### config.mk
export PLATFORM = sky130hd
export DESIGN_NAME = dacOutputTop
export DESIGN_NICKNAME = d
export VERILOG_FILES = /design/src/common/dacPkg.sv /design/src/common/sampleIf.sv /design/src/fifo/dacSampleFifo.sv /design/src/formatter/dacSampleFormatter.sv /design/src/interleaver/dacIqInterleaver.sv /design/src/rtl/dacOutputTop.sv
export SDC_FILE = /design/constraint.sdc
export NUM_CORES = 1
export LEC_CHECK = 0
export ABC_AREA = 1
export BUFFER_PORTS_ARGS = -buffer_cell sky130_fd_sc_hd__buf_4
export CAP_MARGIN = 10
export CORE_UTILIZATION = 43
export CTS_CLUSTER_SIZE = 40
export DETAILED_ROUTE_END_ITERATION = 10
export GPL_TIMING_DRIVEN = 0
export PLACE_DENSITY = 0.67
export SLEW_MARGIN = 20
export SYNTH_ARGS = -nofsm -noshare
export SYNTH_HDL_FRONTEND = slang
export SYNTH_SLANG_ARGS = --single-unit
export TNS_END_PERCENT = 10
### constraint.sdc
create_clock -name ADC_CLK_IN -period 4 [get_ports ADC_CLK_IN]
set_input_delay 0.2 -clock ADC_CLK_IN [delete_from_list [all_inputs] [get_ports ADC_CLK_IN]]
set_output_delay 0.2 -clock ADC_CLK_IN [all_outputs]
set_load 0.02 [all_outputs]
### src/common/dacPkg.sv
// ##################################################
// Shared DAC path types: padded sample word, FIFO
// storage word and interleaver state encoding
// ##################################################

package dacPkg;

  // Widest DAC code the path supports
  // Narrower codes sit in the low bits, upper bits zero
  localparam int MaxDacWidth = 16;

  // One converted component in DAC code
  // Offset-binary style, sign kept and magnitude bits inverted
  typedef logic [MaxDacWidth-1:0] dacWord_t;

  // FIFO storage word
  // Q lives in the upper half, I in the lower half
  typedef logic [2*MaxDacWidth-1:0] fifoWord_t;

  // Interleaver phases
  // Idle waits for a pair
  // SendI launches the I word on the next edge
  // SendQ launches the Q word and may take the next pair
  typedef enum logic [1:0] {
    Idle  = 2'd0,
    SendI = 2'd1,
    SendQ = 2'd2
  } interleaveState_t;

endpackage

### src/common/sampleIf.sv
// ##################################################
// Valid/ready link carrying one converted I/Q pair
// ##################################################

`timescale 1ns/1ns

interface sampleIf;

  // Transfer on a rising edge with both Valid and Ready high
  logic Valid;
  logic Ready;

  // Converted components, zero-padded to the full word
  dacPkg::dacWord_t I;
  dacPkg::dacWord_t Q;

  // Producing side of the link
  // Holds Valid and data until the transfer
  modport source (
    output Valid,
    output I,
    output Q,
    input  Ready
  );

  // Consuming side of the link
  modport sink (
    input  Valid,
    input  I,
    input  Q,
    output Ready
  );

endinterface

### src/fifo/dacSampleFifo.sv
// ##################################################
// Synchronous first-word-fall-through FIFO holding
// converted I/Q pairs
// ##################################################

`timescale 1ns/1ns

module dacSampleFifo #(
  // Entry count, power of two
  parameter int FifoDepth = 16
) (
  input  logic    ADC_CLK_IN,
  input  logic    Reset,
  sampleIf.sink   in,
  sampleIf.source out
);

  localparam int AddrWidth = $clog2(FifoDepth);

  // Pair storage, Q high and I low
  dacPkg::fifoWord_t mem [FifoDepth];

  // Pointers carry one extra wrap bit
  logic [AddrWidth:0] wrPtr;
  logic [AddrWidth:0] rdPtr;

  logic full;
  logic empty;
  logic wrEn;
  logic rdEn;

  // Entry at the read pointer
  dacPkg::fifoWord_t headWord;

  // Same address with different wrap bits means full
  assign full  = (wrPtr[AddrWidth] != rdPtr[AddrWidth]) &&
                 (wrPtr[AddrWidth-1:0] == rdPtr[AddrWidth-1:0]);
  // Identical pointers mean empty
  assign empty = (wrPtr == rdPtr);

  // Ready toward the formatter drops only when full
  // A read in the same cycle does not free a slot for this write
  assign in.Ready = !full;
  assign wrEn     = in.Valid && !full;

  // Head entry is presented as soon as it is written
  assign out.Valid = !empty;
  assign rdEn      = out.Valid && out.Ready;

  // Asynchronous read of the head slot
  assign headWord = mem[rdPtr[AddrWidth-1:0]];
  assign out.I    = headWord[dacPkg::MaxDacWidth-1:0];
  assign out.Q    = headWord[2*dacPkg::MaxDacWidth-1:dacPkg::MaxDacWidth];

  // Storage write
  always_ff @(posedge ADC_CLK_IN) begin
    if (wrEn) begin
      mem[wrPtr[AddrWidth-1:0]] <= {in.Q, in.I};
    end
  end

  // Write pointer
  always_ff @(posedge ADC_CLK_IN or posedge Reset) begin
    if (Reset) begin
      wrPtr <= '0;
    end else if (wrEn) begin
      wrPtr <= wrPtr + 1'b1;
    end
  end

  // Read pointer advances on each handshake with the interleaver
  always_ff @(posedge ADC_CLK_IN or posedge Reset) begin
    if (Reset) begin
      rdPtr <= '0;
    end else if (rdEn) begin
      rdPtr <= rdPtr + 1'b1;
    end
  end

endmodule

### src/formatter/dacSampleFormatter.sv
// ##################################################
// Input register stage for DSP I/Q pairs with
// conversion from two's complement to DAC code
// ##################################################

`timescale 1ns/1ns

module dacSampleFormatter #(
  // DAC code width, 10, 14 or 16
  parameter int DacWidth = 10
) (
  input  logic                       ADC_CLK_IN,
  input  logic                       Reset,
  input  logic                       DspValid,
  output logic                       DspReady,
  input  logic signed [DacWidth-1:0] DspI,
  input  logic signed [DacWidth-1:0] DspQ,
  sampleIf.source                    out
);

  // Stage occupancy
  logic outValid;
  // Low while in reset and on the first edge after it
  logic running;
  // Registered converted pair
  dacPkg::dacWord_t iCode;
  dacPkg::dacWord_t qCode;
  // Handshake on the DSP side
  logic dspTake;

  // Keep the sign bit, invert the rest
  // Widening cast zero-pads the upper bits
  function automatic dacPkg::dacWord_t toDacCode(input logic signed [DacWidth-1:0] sample);
    logic [DacWidth-1:0] code;
    code = {sample[DacWidth-1], ~sample[DacWidth-2:0]};
    return dacPkg::dacWord_t'(code);
  endfunction

  // Stage can take a pair when empty or when it drains this cycle
  assign DspReady = running && (!outValid || out.Ready);
  assign dspTake  = DspValid && DspReady;

  // Control state
  always_ff @(posedge ADC_CLK_IN or posedge Reset) begin
    if (Reset) begin
      outValid <= 1'b0;
      running  <= 1'b0;
    end else begin
      running <= 1'b1;
      // Reload on an open stage, otherwise hold under back-pressure
      if (DspReady) begin
        outValid <= DspValid;
      end
    end
  end

  // Payload only moves on an accepted pair
  always_ff @(posedge ADC_CLK_IN) begin
    if (dspTake) begin
      iCode <= toDacCode(DspI);
      qCode <= toDacCode(DspQ);
    end
  end

  // Drive the link toward the FIFO
  assign out.Valid = outValid;
  assign out.I     = iCode;
  assign out.Q     = qCode;

endmodule

### src/interleaver/dacIqInterleaver.sv
// ##################################################
// I/Q interleaver driving the single DAC bus with
// select, write strobe and registered DAC reset
// ##################################################

`timescale 1ns/1ns

module dacIqInterleaver #(
  // DAC code width, 10, 14 or 16
  parameter int DacWidth = 10
) (
  input  logic                ADC_CLK_IN,
  input  logic                Reset,
  sampleIf.sink               in,
  output logic [DacWidth-1:0] DacData,
  output logic                DacIqSel,
  output logic                DacIqWrt,
  output logic                DacIqReset
);

  dacPkg::interleaveState_t state;

  // Captured pair waiting to go out
  dacPkg::dacWord_t pairI;
  dacPkg::dacWord_t pairQ;

  logic pairTake;

  // Open for a pair in Idle, or while Q goes out
  // Depends on state only, never on Valid
  assign in.Ready = (state == dacPkg::Idle) || (state == dacPkg::SendQ);
  assign pairTake = in.Valid && in.Ready;

  // Pair capture
  always_ff @(posedge ADC_CLK_IN) begin
    if (pairTake) begin
      pairI <= in.I;
      pairQ <= in.Q;
    end
  end

  // Phase sequencing and registered DAC bus
  always_ff @(posedge ADC_CLK_IN or posedge Reset) begin
    if (Reset) begin
      state    <= dacPkg::Idle;
      DacData  <= '0;
      DacIqSel <= 1'b0;
      DacIqWrt <= 1'b0;
    end else begin
      case (state)
        dacPkg::Idle: begin
          // Bus quiet, data holds its last word
          DacIqSel <= 1'b0;
          DacIqWrt <= 1'b0;
          if (in.Valid) begin
            state <= dacPkg::SendI;
          end
        end
        dacPkg::SendI: begin
          // I goes out with select high
          DacData  <= pairI[DacWidth-1:0];
          DacIqSel <= 1'b1;
          DacIqWrt <= 1'b1;
          state    <= dacPkg::SendQ;
        end
        dacPkg::SendQ: begin
          // Q goes out with select low
          DacData  <= pairQ[DacWidth-1:0];
          DacIqSel <= 1'b0;
          DacIqWrt <= 1'b1;
          // Chain straight into the next pair, no gap on the bus
          if (in.Valid) begin
            state <= dacPkg::SendI;
          end else begin
            state <= dacPkg::Idle;
          end
        end
        default: begin
          state    <= dacPkg::Idle;
          DacIqSel <= 1'b0;
          DacIqWrt <= 1'b0;
        end
      endcase
    end
  end

  // DAC reset follows Reset and clears on the first edge after release
  always_ff @(posedge ADC_CLK_IN or posedge Reset) begin
    if (Reset) begin
      DacIqReset <= 1'b1;
    end else begin
      DacIqReset <= 1'b0;
    end
  end

endmodule

### src/rtl/dacOutputTop.sv
// ##################################################
// DAC output path top: formatter, pair FIFO and
// I/Q interleaver on ADC_CLK_IN
// ##################################################

`timescale 1ns/1ns

module dacOutputTop #(
  // DAC code width, 10, 14 or 16
  parameter int DacWidth  = 10,
  // Pair FIFO entries, power of two
  parameter int FifoDepth = 16
) (
  input  logic                       ADC_CLK_IN,
  input  logic                       Reset,

  // Signed I/Q stream from the DSP
  input  logic                       DspValid,
  output logic                       DspReady,
  input  logic signed [DacWidth-1:0] DspI,
  input  logic signed [DacWidth-1:0] DspQ,

  // Interleaved DAC bus
  output logic [DacWidth-1:0]        DacData,
  output logic                       DacIqSel,
  output logic                       DacIqWrt,
  output logic                       DacIqReset
);

  // Formatter to FIFO
  sampleIf fmtIf ();
  // FIFO to interleaver
  sampleIf outIf ();

  // Register and convert incoming pairs
  dacSampleFormatter #(
    .DacWidth (DacWidth)
  ) formatter_i (
    .ADC_CLK_IN (ADC_CLK_IN),
    .Reset      (Reset),
    .DspValid   (DspValid),
    .DspReady   (DspReady),
    .DspI       (DspI),
    .DspQ       (DspQ),
    .out        (fmtIf.source)
  );

  // Absorb the rate gap between input and DAC bus
  dacSampleFifo #(
    .FifoDepth (FifoDepth)
  ) fifo_i (
    .ADC_CLK_IN (ADC_CLK_IN),
    .Reset      (Reset),
    .in         (fmtIf.sink),
    .out        (outIf.source)
  );

  // Two words per pair onto the DAC
  dacIqInterleaver #(
    .DacWidth (DacWidth)
  ) interleaver_i (
    .ADC_CLK_IN (ADC_CLK_IN),
    .Reset      (Reset),
    .in         (outIf.sink),
    .DacData    (DacData),
    .DacIqSel   (DacIqSel),
    .DacIqWrt   (DacIqWrt),
    .DacIqReset (DacIqReset)
  );

endmodule

Yosys cells after proc, flatten, opt, wreduce, memory -nomap -nowiden
Memory sizes are Yosys's and may differ from the RTL's. A register that Yosys moved wholly into a read port is not among the register bits. Cells that the tools add are included.

$add $sub $neg: 2. Equality and inequality tests: 6. Mux-type cells: 8. Bitwise operators: 2. Reductions and logical operators: 13.

Operators by type and width (number): 10-bit case mux with 2 select lines (1); 9-bit inverter (2); 5-bit by 1-bit adder with 5-bit output (second input constant) (2); 2-bit case mux with 3 select lines (1); 5-bit == test (1); 1-bit logical AND (5); 1-bit two-way mux (5); 4-bit == test (1); 1-bit logical NOT (3); 2-bit by 1-bit == test with 1-bit output (second input constant) (1); 2-bit == test (second input constant) (1); 2-bit logical NOT (1); 1-bit logical OR (2); 2-bit two-way mux (1); 2-bit inequality test (second input constant) (1); 2-bit nonzero test (1); 2-bit OR reduction (1); 1-bit inequality test (1).

Register bits: 47. Memory bits (writable): 320. Bits of input ports: 23. Output and inout port bits: 14. Memories kept: 1.

Memories: fifo_i.mem (depth 16, width 20, rd ports 1, clocked after memory_dff 1, write ports 1, RTL line dacSampleFifo.sv:21) `dacPkg::fifoWord_t mem [FifoDepth];`.

Logic depth before layout (Yosys ltp)
Gate-level depths: netlist of the first run.

Depth after elaboration: 6. Gate-level depth with buffers: 11. Mapped depth without buffers: 9.

By module
Synthesis of the first run repeated with hierarchy kept, for this count alone.

Cells, all modules: 2056. Area total of the unflattened synthesis: 23600.1 um2.

Modules (own cells, without submodules): dacSampleFifo (instances 1, cells an instance 1863, area each 21341.7 um2, sequential area each 15625.0 um2); dacIqInterleaver (instances 1, cells an instance 129, area each 1395.1 um2, sequential area each 977.2 um2); dacSampleFormatter (instances 1, cells an instance 64, area each 863.3 um2, sequential area each 650.6 um2).

Worst setup path before layout of the first run
No wires, ideal clock.

Kind: register -> register. Start point: reg fifo_i.wrPtr[4]. End point: mem fifo_i.mem[2][0] in the netlist's numbering (enable). Arrival: 2467 ps. Setup slack: 1111 ps. Stages on the path, launching flop included: 7. Period minus slack after synthesis: 2889 ps. Cell sequence: dfrtp_1 xnor2_1 inv_1 nand3_2 nand2_2 buf_4 nor3_1.

Cells in the longest elaborated chain, start to end: 6.

Ends and longest elaborated chain: start, declared (RTL line dacSampleFifo.sv:24) `logic [AddrWidth:0] wrPtr;`; start signal, assigned (RTL line dacSampleFifo.sv:67) `wrPtr <= wrPtr + 1'b1;`; 1-bit inequality test (RTL line dacSampleFifo.sv:36) `assign full = (wrPtr[AddrWidth] != rdPtr[AddrWidth]) &&`; 1-bit logical AND (RTL line dacSampleFifo.sv:36); 1-bit logical NOT (RTL line dacSampleFifo.sv:44) `assign wrEn = in.Valid && !full;`; 1-bit logical AND (RTL line dacSampleFifo.sv:44); 1-bit two-way mux (RTL line dacSampleFifo.sv:57) `if (wrEn) begin`; 1-bit two-way mux (not written as such) (RTL line dacSampleFifo.sv:58) `mem[wrPtr[AddrWidth-1:0]] <= {in.Q, in.I};`; end, declared (RTL line dacSampleFifo.sv:21).

No other way between the ends.

Worst setup path in the final report of the first run
Start point: reg fifo_i.wrPtr[4]. End point: mem fifo_i.mem[11][3] in the netlist's numbering (enable).

The elaborated chain is that of the path after synthesis.

==> results of run 1 <==
state kept, by name (all words and copies together) (netlist names):
signal / cells
fifo_i.mem: 320
fifo_i.rdPtr: 5
fifo_i.wrPtr: 5
formatter_i.out.I: 10
formatter_i.out.Q: 10
formatter_i.out.Valid: 1
formatter_i.running: 1
interleaver_i.DacData: 10
interleaver_i.DacIqReset: 1
interleaver_i.DacIqSel: 1
interleaver_i.DacIqWrt: 1
interleaver_i.pairI: 10
interleaver_i.pairQ: 10
interleaver_i.state: 2
how the worst min path moves through the flow:
stage | startpoint | to | cells after the start
finish | DspValid | formatter_i.out.Valid$_DFFE_PP0P_ | 3
global route | DspValid | formatter_i.out.Valid$_DFFE_PP0P_ | 3
CTS | DspValid | formatter_i.out.Valid$_DFFE_PP0P_ | 3
detailed placement | DspQ[9] | formatter_i.out.Q[9]$_DFFE_PP_ | 1
global placement | DspI[9] | formatter_i.out.I[9]$_DFFE_PP_ | 1
floorplan | Reset | fifo_i.rdPtr[0]$_DFFE_PP0P_ | 1
area by class of cell:
type | count | area (µm²)
Fill cell | 2998 | 17500
Buffer | 71 | 385
Sequential cell | 387 | 11500
Tap cell | 461 | 577
Timing Repair Buffer | 87 | 728
Multi-Input combinational cell | 725 | 3430
Inverter | 64 | 240
Clock inverter | 18 | 83.8
Clock buffer | 51 | 1060
routing by layer:
layer  share of wire (%)  GRT usage, %  up-vias
met1                  43          26.9     4673
met3                 8.2          4.00       64
li1                    -             -     4626
met4                 2.4          5.74        0
met5                   0             0        -
met2                  47          30.9      363
synth_stat cells:
cell | count | share of area (%)
edfxtp_1 | 360 | 70
nor2_1 | 254 | 6.2
nand2_1 | 153 | 3.7
o21ai_0 | 110 | 3.6
o21ai_1 | 93 | 3.0
inv_1 | 61 | 1.5
o211ai_1 | 40 | 1.9
dfrtp_1 | 26 | 4.2
clkbuf_1 | 25 | 0.61
nand3_1 | 24 | 0.78
buf_2 | 22 | 0.71
nor3_1 | 15 | 0.49
a31oi_1 | 10 | 0.40
buf_4 | 9 | 0.44
ha_1 | 9 | 0.73
buf_1 | 7 | 0.17
buf_6 | 6 | 0.44
xnor2_1 | 5 | 0.28
inv_2 | 3 | 0.073
conb_1 | 2 | 0.049
nand2_2 | 2 | 0.081
nand3_2 | 2 | 0.13
xor2_1 | 2 | 0.11
buf_8 | 1 | 0.097
clkbuf_2 | 1 | 0.032
dfstp_2 | 1 | 0.17
nand4_1 | 1 | 0.040
nor2_2 | 1 | 0.040
nor2_4 | 1 | 0.073
o21bai_1 | 1 | 0.049
power by group through the flow:
stage / logic, mW / clock network (mW) / registers [mW]
after global routing: 4.55 / 3.50 / 5.33
after CTS: 4.07 / 3.35 / 5.29
final: 4.07 / 3.30 / 5.29
after floorplan: 2.63 / 0 / 5.36
after detailed placement: 4.02 / 0 / 5.37
after global placement: 3.84 / 0 / 5.37
timing repair:
item / CTS / global route
hold endpoints to repair: 43 / 0
hold buffers: 21 / 0
setup buffers: 0 / 0
kinds of logic after synthesis:
logic type,count (synthesis),synth area share [%]
buffers and inverters,135,4.05
xor gates and xnor gates,7,0.397
DFF,387,74.3
AOI/OAI and AO/OA,254,8.97
other,2,0.0486
adders and majority gates,9,0.728
and+or+nand+nor,453,11.5
stage by stage:
step                area (µm²)  setup TNS [ns]
floorplan                15500               0
global placement         16300           -7.81
detailed placement       16600               0
CTS                      18000               0
global route             18000               0
finish                   18000               0
critical path, stage by stage (launching register included):
cell and delay [ns]:
dfrtp_1 0.47, xnor2_1 0.32, inv_1 0.11, nand3_2 0.09
nand2_2 0.11, buf_4 0.22, nor3_2 0.52, buf_6 0.23
buf_4 0.19
==> results.cfg, run 1 <==
[power_and_ir_drop]
combinationalPowerShare_pct = 32.2
irDropWorstVdd_mv = 0.348
total_power_mw = 12.7
clock_power_share_pct = 26.1
switching_share_pct = 35.1
switchingPower_mw = 4.45
intPower_mw = 8.21
cellLeakagePower_nw = 6.40
seqPwrFrac_pct = 41.8
p_per_area_nw_per_um2 = 703

[floorplan]
initial_utilization_pct = 43.6
fp.dieArea_um2 = 36700
fp-row-count = 69
die_h_um = 192
die_x_um = 192
core-area_um2 = 35500
io-pin-count = 37

[clocking]
post_cts_resize_count = 0
h-tree-depth = 2
cts_buffer_depth = 3
insertion_delay_ns = 0.52
cts_sinks = 387
numCtsBuffers = 40
clk_pin_slew_ns = 0.06
tritoncts = done
cts_root_buffer = clkbuf_16

[yosys]
synth_seq_area_share_pct = 74.3
synth_nets = 1279
ys_seq_elements = 387
syn_inst = 1247
synth.distinct_cells = 30
synth_area_um2 = 15500
yosysWarnings = 0
avgSynthCellArea_um2 = 12.4

[critical_path]
cp.arrival_ns = 2.80
crit_path_end = fifo_i.mem[11][3]$_DFFE_PP_
cp-start-kind = flop
rrSetupSlack_ns = 1.42
crit_fanout = 10
r2r_start = fifo_i.wrPtr[4]$_DFFE_PP0P_
cp_data_required_time_ns = 4.22
worst_r2r_endpoint = fifo_i.mem[11][3]$_DFFE_PP_
path_class = flop to flop
reg2regPathDepth = 8
startpoint = fifo_i.wrPtr[4]$_DFFE_PP0P_
cp-end-kind = flop

[timing]
timing.fmax_ghz = 0.387
hold_violations = 0
rsz0062_at_grt = no
fin_crit_sh_pct = 64.5
drv_slew = 0
fin_skew_ns = 0.0113
finalSetupViolCount = 0
period_minus_slack_ns = 2.58
setup_slack_ns = 1.42
slew_headroom_pct = 44.3
holdWs_ns = 0.136
worst_pin_slew_ns = 0.835

[layout]
drive_gt1_share_pct = 12.9
nNetsFinal = 1408
area_growth_pct = 16.4
final_common_cell = edfxtp_1
final_cells = 1864
diodes = 0
finish.utilization_pct = 50.7
mostFrequentLayoutCells = edfxtp_1, nor2_1, nand2_1, o21ai_0, o21ai_1

[placement]
place_congestion = 0.869
dpl.hpwl_um = 23500
post-place-ws_ns = 1.46
portBuffers = 36
dp_cells = 1774

[run_status]
outcome = finished, final reports clean

[detailed_routing]
wl_um = 34700
dr.pass1.iters = 5
ant_nets = 0
wire_per_inst_um = 18.6
viasPerCell = 5.22
vias = 9726
drtIter0Drc = 886
drc = 0

[global_routing]
antenna_found_initial = 0
grt-ovfl-total = 0
grt_start_max_net_pins = 28
grt_pass1_vias = 9486
grt_usage_pct = 19.4
grt_pass1_wl_um = 53200

[worst_hold_path]
min_path_type = input pin to flop

[run]
max_cap_violations = 0
Note: power is estimated with default switching activity, not from simulation.
==> run 2, diff against run 1 <==
Settings changed: PLACE_DENSITY 0.67 to 0.7.
Clock period 4 ns to 2.3 ns, I/O delays scaled along.
==> run 2 against run 1 <==
Net effect: the run now ends with setup timing left; routed wire length decreased by 0.54%; clock skew up 0.0063 ns; via count down 0.15%; sequential share of layout area decreased by 0.68 points; core utilization is 0.55 points higher; critical endpoint is now fifo_i.mem[7][8]$_DFFE_PP_.
==> results.cfg, run 2 (synthesis gave the netlist of run 1 again) <==
[layout]
mostFrequentLayoutCells = edfxtp_1, nor2_1, nand2_1, o21ai_0, o21ai_1
final_common_cell = edfxtp_1
diodes = 0
largest_register_ffs = 320
area_growth_pct = 17.7
final_area_um2 = 18200
seqCellArea_um2 = 11500
nNetsFinal = 1411
multi_input_area_um2 = 3520
drive_gt1_share_pct = 13.8
nFillCells = 2939
final_cells = 1870

[placement]
place_congestion = 0.865
portBuffers = 36
dpl-instance-area_um2 = 16600
dpl.hpwl_um = 22900
post-place-ws_ns = -0.119
dp_cells = 1774

[power_and_ir_drop]
irDropWorstVdd_mv = 0.648
clock_power_share_pct = 26.5
total_power_mw = 22.4
intPower_mw = 14.4
switching_share_pct = 35.6
combinationalPowerShare_pct = 32.4
p_per_area_nw_per_um2 = 1230
seqPwrFrac_pct = 41.1
switchingPower_mw = 7.96
cellLeakagePower_nw = 6.51

[worst_hold_path]
min_path_type = input pin to flop

[detailed_routing]
drc = 0
drtIter0Drc = 904
wire_per_inst_um = 18.4
viasPerCell = 5.19
dr.pass1.iters = 5
ant_nets = 0
vias = 9711
wl_um = 34500

[critical_path]
slowest_delay_ns = 0.38
crit_chain = buf_4, inv_1, nand2_1, nand2_1, nor2_4, nand3_2, nand2_2, buf_4, nor3_4, buf_4, buf_4
cp_slowest_cell = dfrtp_1
crit_fanout = 10
path_class = flop to flop
cp_common_cell = buf_4
cp_data_required_time_ns = 2.53
cp.arrival_ns = 2.54
cp-end-kind = flop
cp-start-kind = flop

[global_routing]
grt_start_max_net_pins = 28
grt_pass1_wl_um = 52700
grt_pass1_vias = 9414
grt-ovfl-total = 0
grt_usage_pct = 19.1
antenna_found_initial = 0

[floorplan]
die_h_um = 192
fp.dieArea_um2 = 36700
io-pin-count = 37
core-area_um2 = 35500
initial_utilization_pct = 43.6
die_x_um = 192
fp-row-count = 69

[clocking]
cts_root_buffer = clkbuf_16
tritoncts = done
h-tree-depth = 2
insertion_delay_ns = 0.54
cts_buffer_depth = 3
numCtsBuffers = 40
clk_pin_slew_ns = 0.06
cts_sinks = 387

[timing]
period_minus_slack_ns = 2.31
finalSetupViolCount = 10
worst_pin_slew_ns = 0.711
rsz0062_at_grt = yes
fin_crit_sh_pct = 100
hold_violations = 0
fin_skew_ns = 0.0176
setup_slack_ns = -0.00758
slew_headroom_pct = 52.5
drv_slew = 0
timing.fmax_ghz = 0.433

[run_status]
outcome = finished, violations left
violations = setup timing

[run]
max_cap_violations = 0
run 2: cell types whose count changed in the layout (fill, tap and decap cells not counted), moves of 2 or more:
cell,previous run,this run
buf_6,12,20
nor3_4,0,11
buf_4,69,63
clkinvlp_4,1,3
nor3_2,15,4
clkinv_2,6,10
clkinv_1,10,6
run 2: final cells by class:
| cell class | count | area share [%] |
|---|---|---|
| Clock buffer | 53 | 6.00 |
| Buffer | 71 | 2.12 |
| Inverter | 64 | 1.34 |
| Timing Repair inverter | 1 | 0.0413 |
| Timing Repair Buffer | 89 | 4.25 |
| Multi-Input combinational cell | 725 | 19.3 |
| Clock inverter | 19 | 0.592 |
| Tap cell | 461 | 3.17 |
| Sequential cell | 387 | 63.2 |
run 2: final timing paths:
check,from,cells past startpoint,end,slack (ns)
max in group asynchronous,Reset,3,fifo_i.rdPtr[1]$_DFFE_PP0P_,1.64
worst max-delay path,fifo_i.wrPtr[2]$_DFFE_PP0P_,11,fifo_i.mem[7][8]$_DFFE_PP_,-0.008
worst min register to register,interleaver_i.pairI[1]$_DFFE_PP_,2,interleaver_i.DacData[1]$_DFFE_PP0P_,0.52
min in group asynchronous,Reset,3,interleaver_i.DacData[4]$_DFFE_PP0P_,0.22
worst max register to register,fifo_i.wrPtr[2]$_DFFE_PP0P_,11,fifo_i.mem[7][8]$_DFFE_PP_,-0.008
worst min-delay path,DspValid,3,formatter_i.out.Valid$_DFFE_PP0P_,0.06
run 2: power groups by stage:
stage	Clock, mW	Sequential, mW	Combinational [mW]
after floorplan	0	9.32	4.58
after global placement	0	9.34	6.67
after detailed placement	0	9.33	7.02
after CTS	6.03	9.19	7.17
after global routing	6.28	9.27	8.01
final	5.94	9.19	7.24
run 2: layer usage:
metal	wire [µm]	part of all wire (%)	GRT usage, %	vias to the layer above
met5	0	0	0	-
met4	746	2.2	5.56	0
met3	2720	7.9	3.45	57
met2	16200	47	31.0	344
met1	14900	43	26.4	4674
li1	-	-	-	4636
run 2: repair_timing:
item	4_1_cts	5_1_grt
pin swaps	0	0
setup endpoints to repair	111	194
hold buffers	21	0
resized for setup	8	14
setup buffers	0	2
cloned	0	1
endpoints found under the hold margin	46	0
run 2: through the flow:
step           TNS [ns]  hold slack, ns  util, %
4_1_cts           -2.67          0.0148     51.0
3_5_place_dp      -7.17           0.294     46.9
6_report        -0.0667          0.0586     51.3
2_1_floorplan   -173.63           0.167        -
5_1_grt           -4.12          0.0740     51.3
3_3_place_gp    -505.40           0.295     46.0
run 2: critical path, delay by kind of cell (launching register included):
family,cells,cell delay (ns)
buf+inv,5,0.99
simple gates,6,0.65
flops,1,0.38
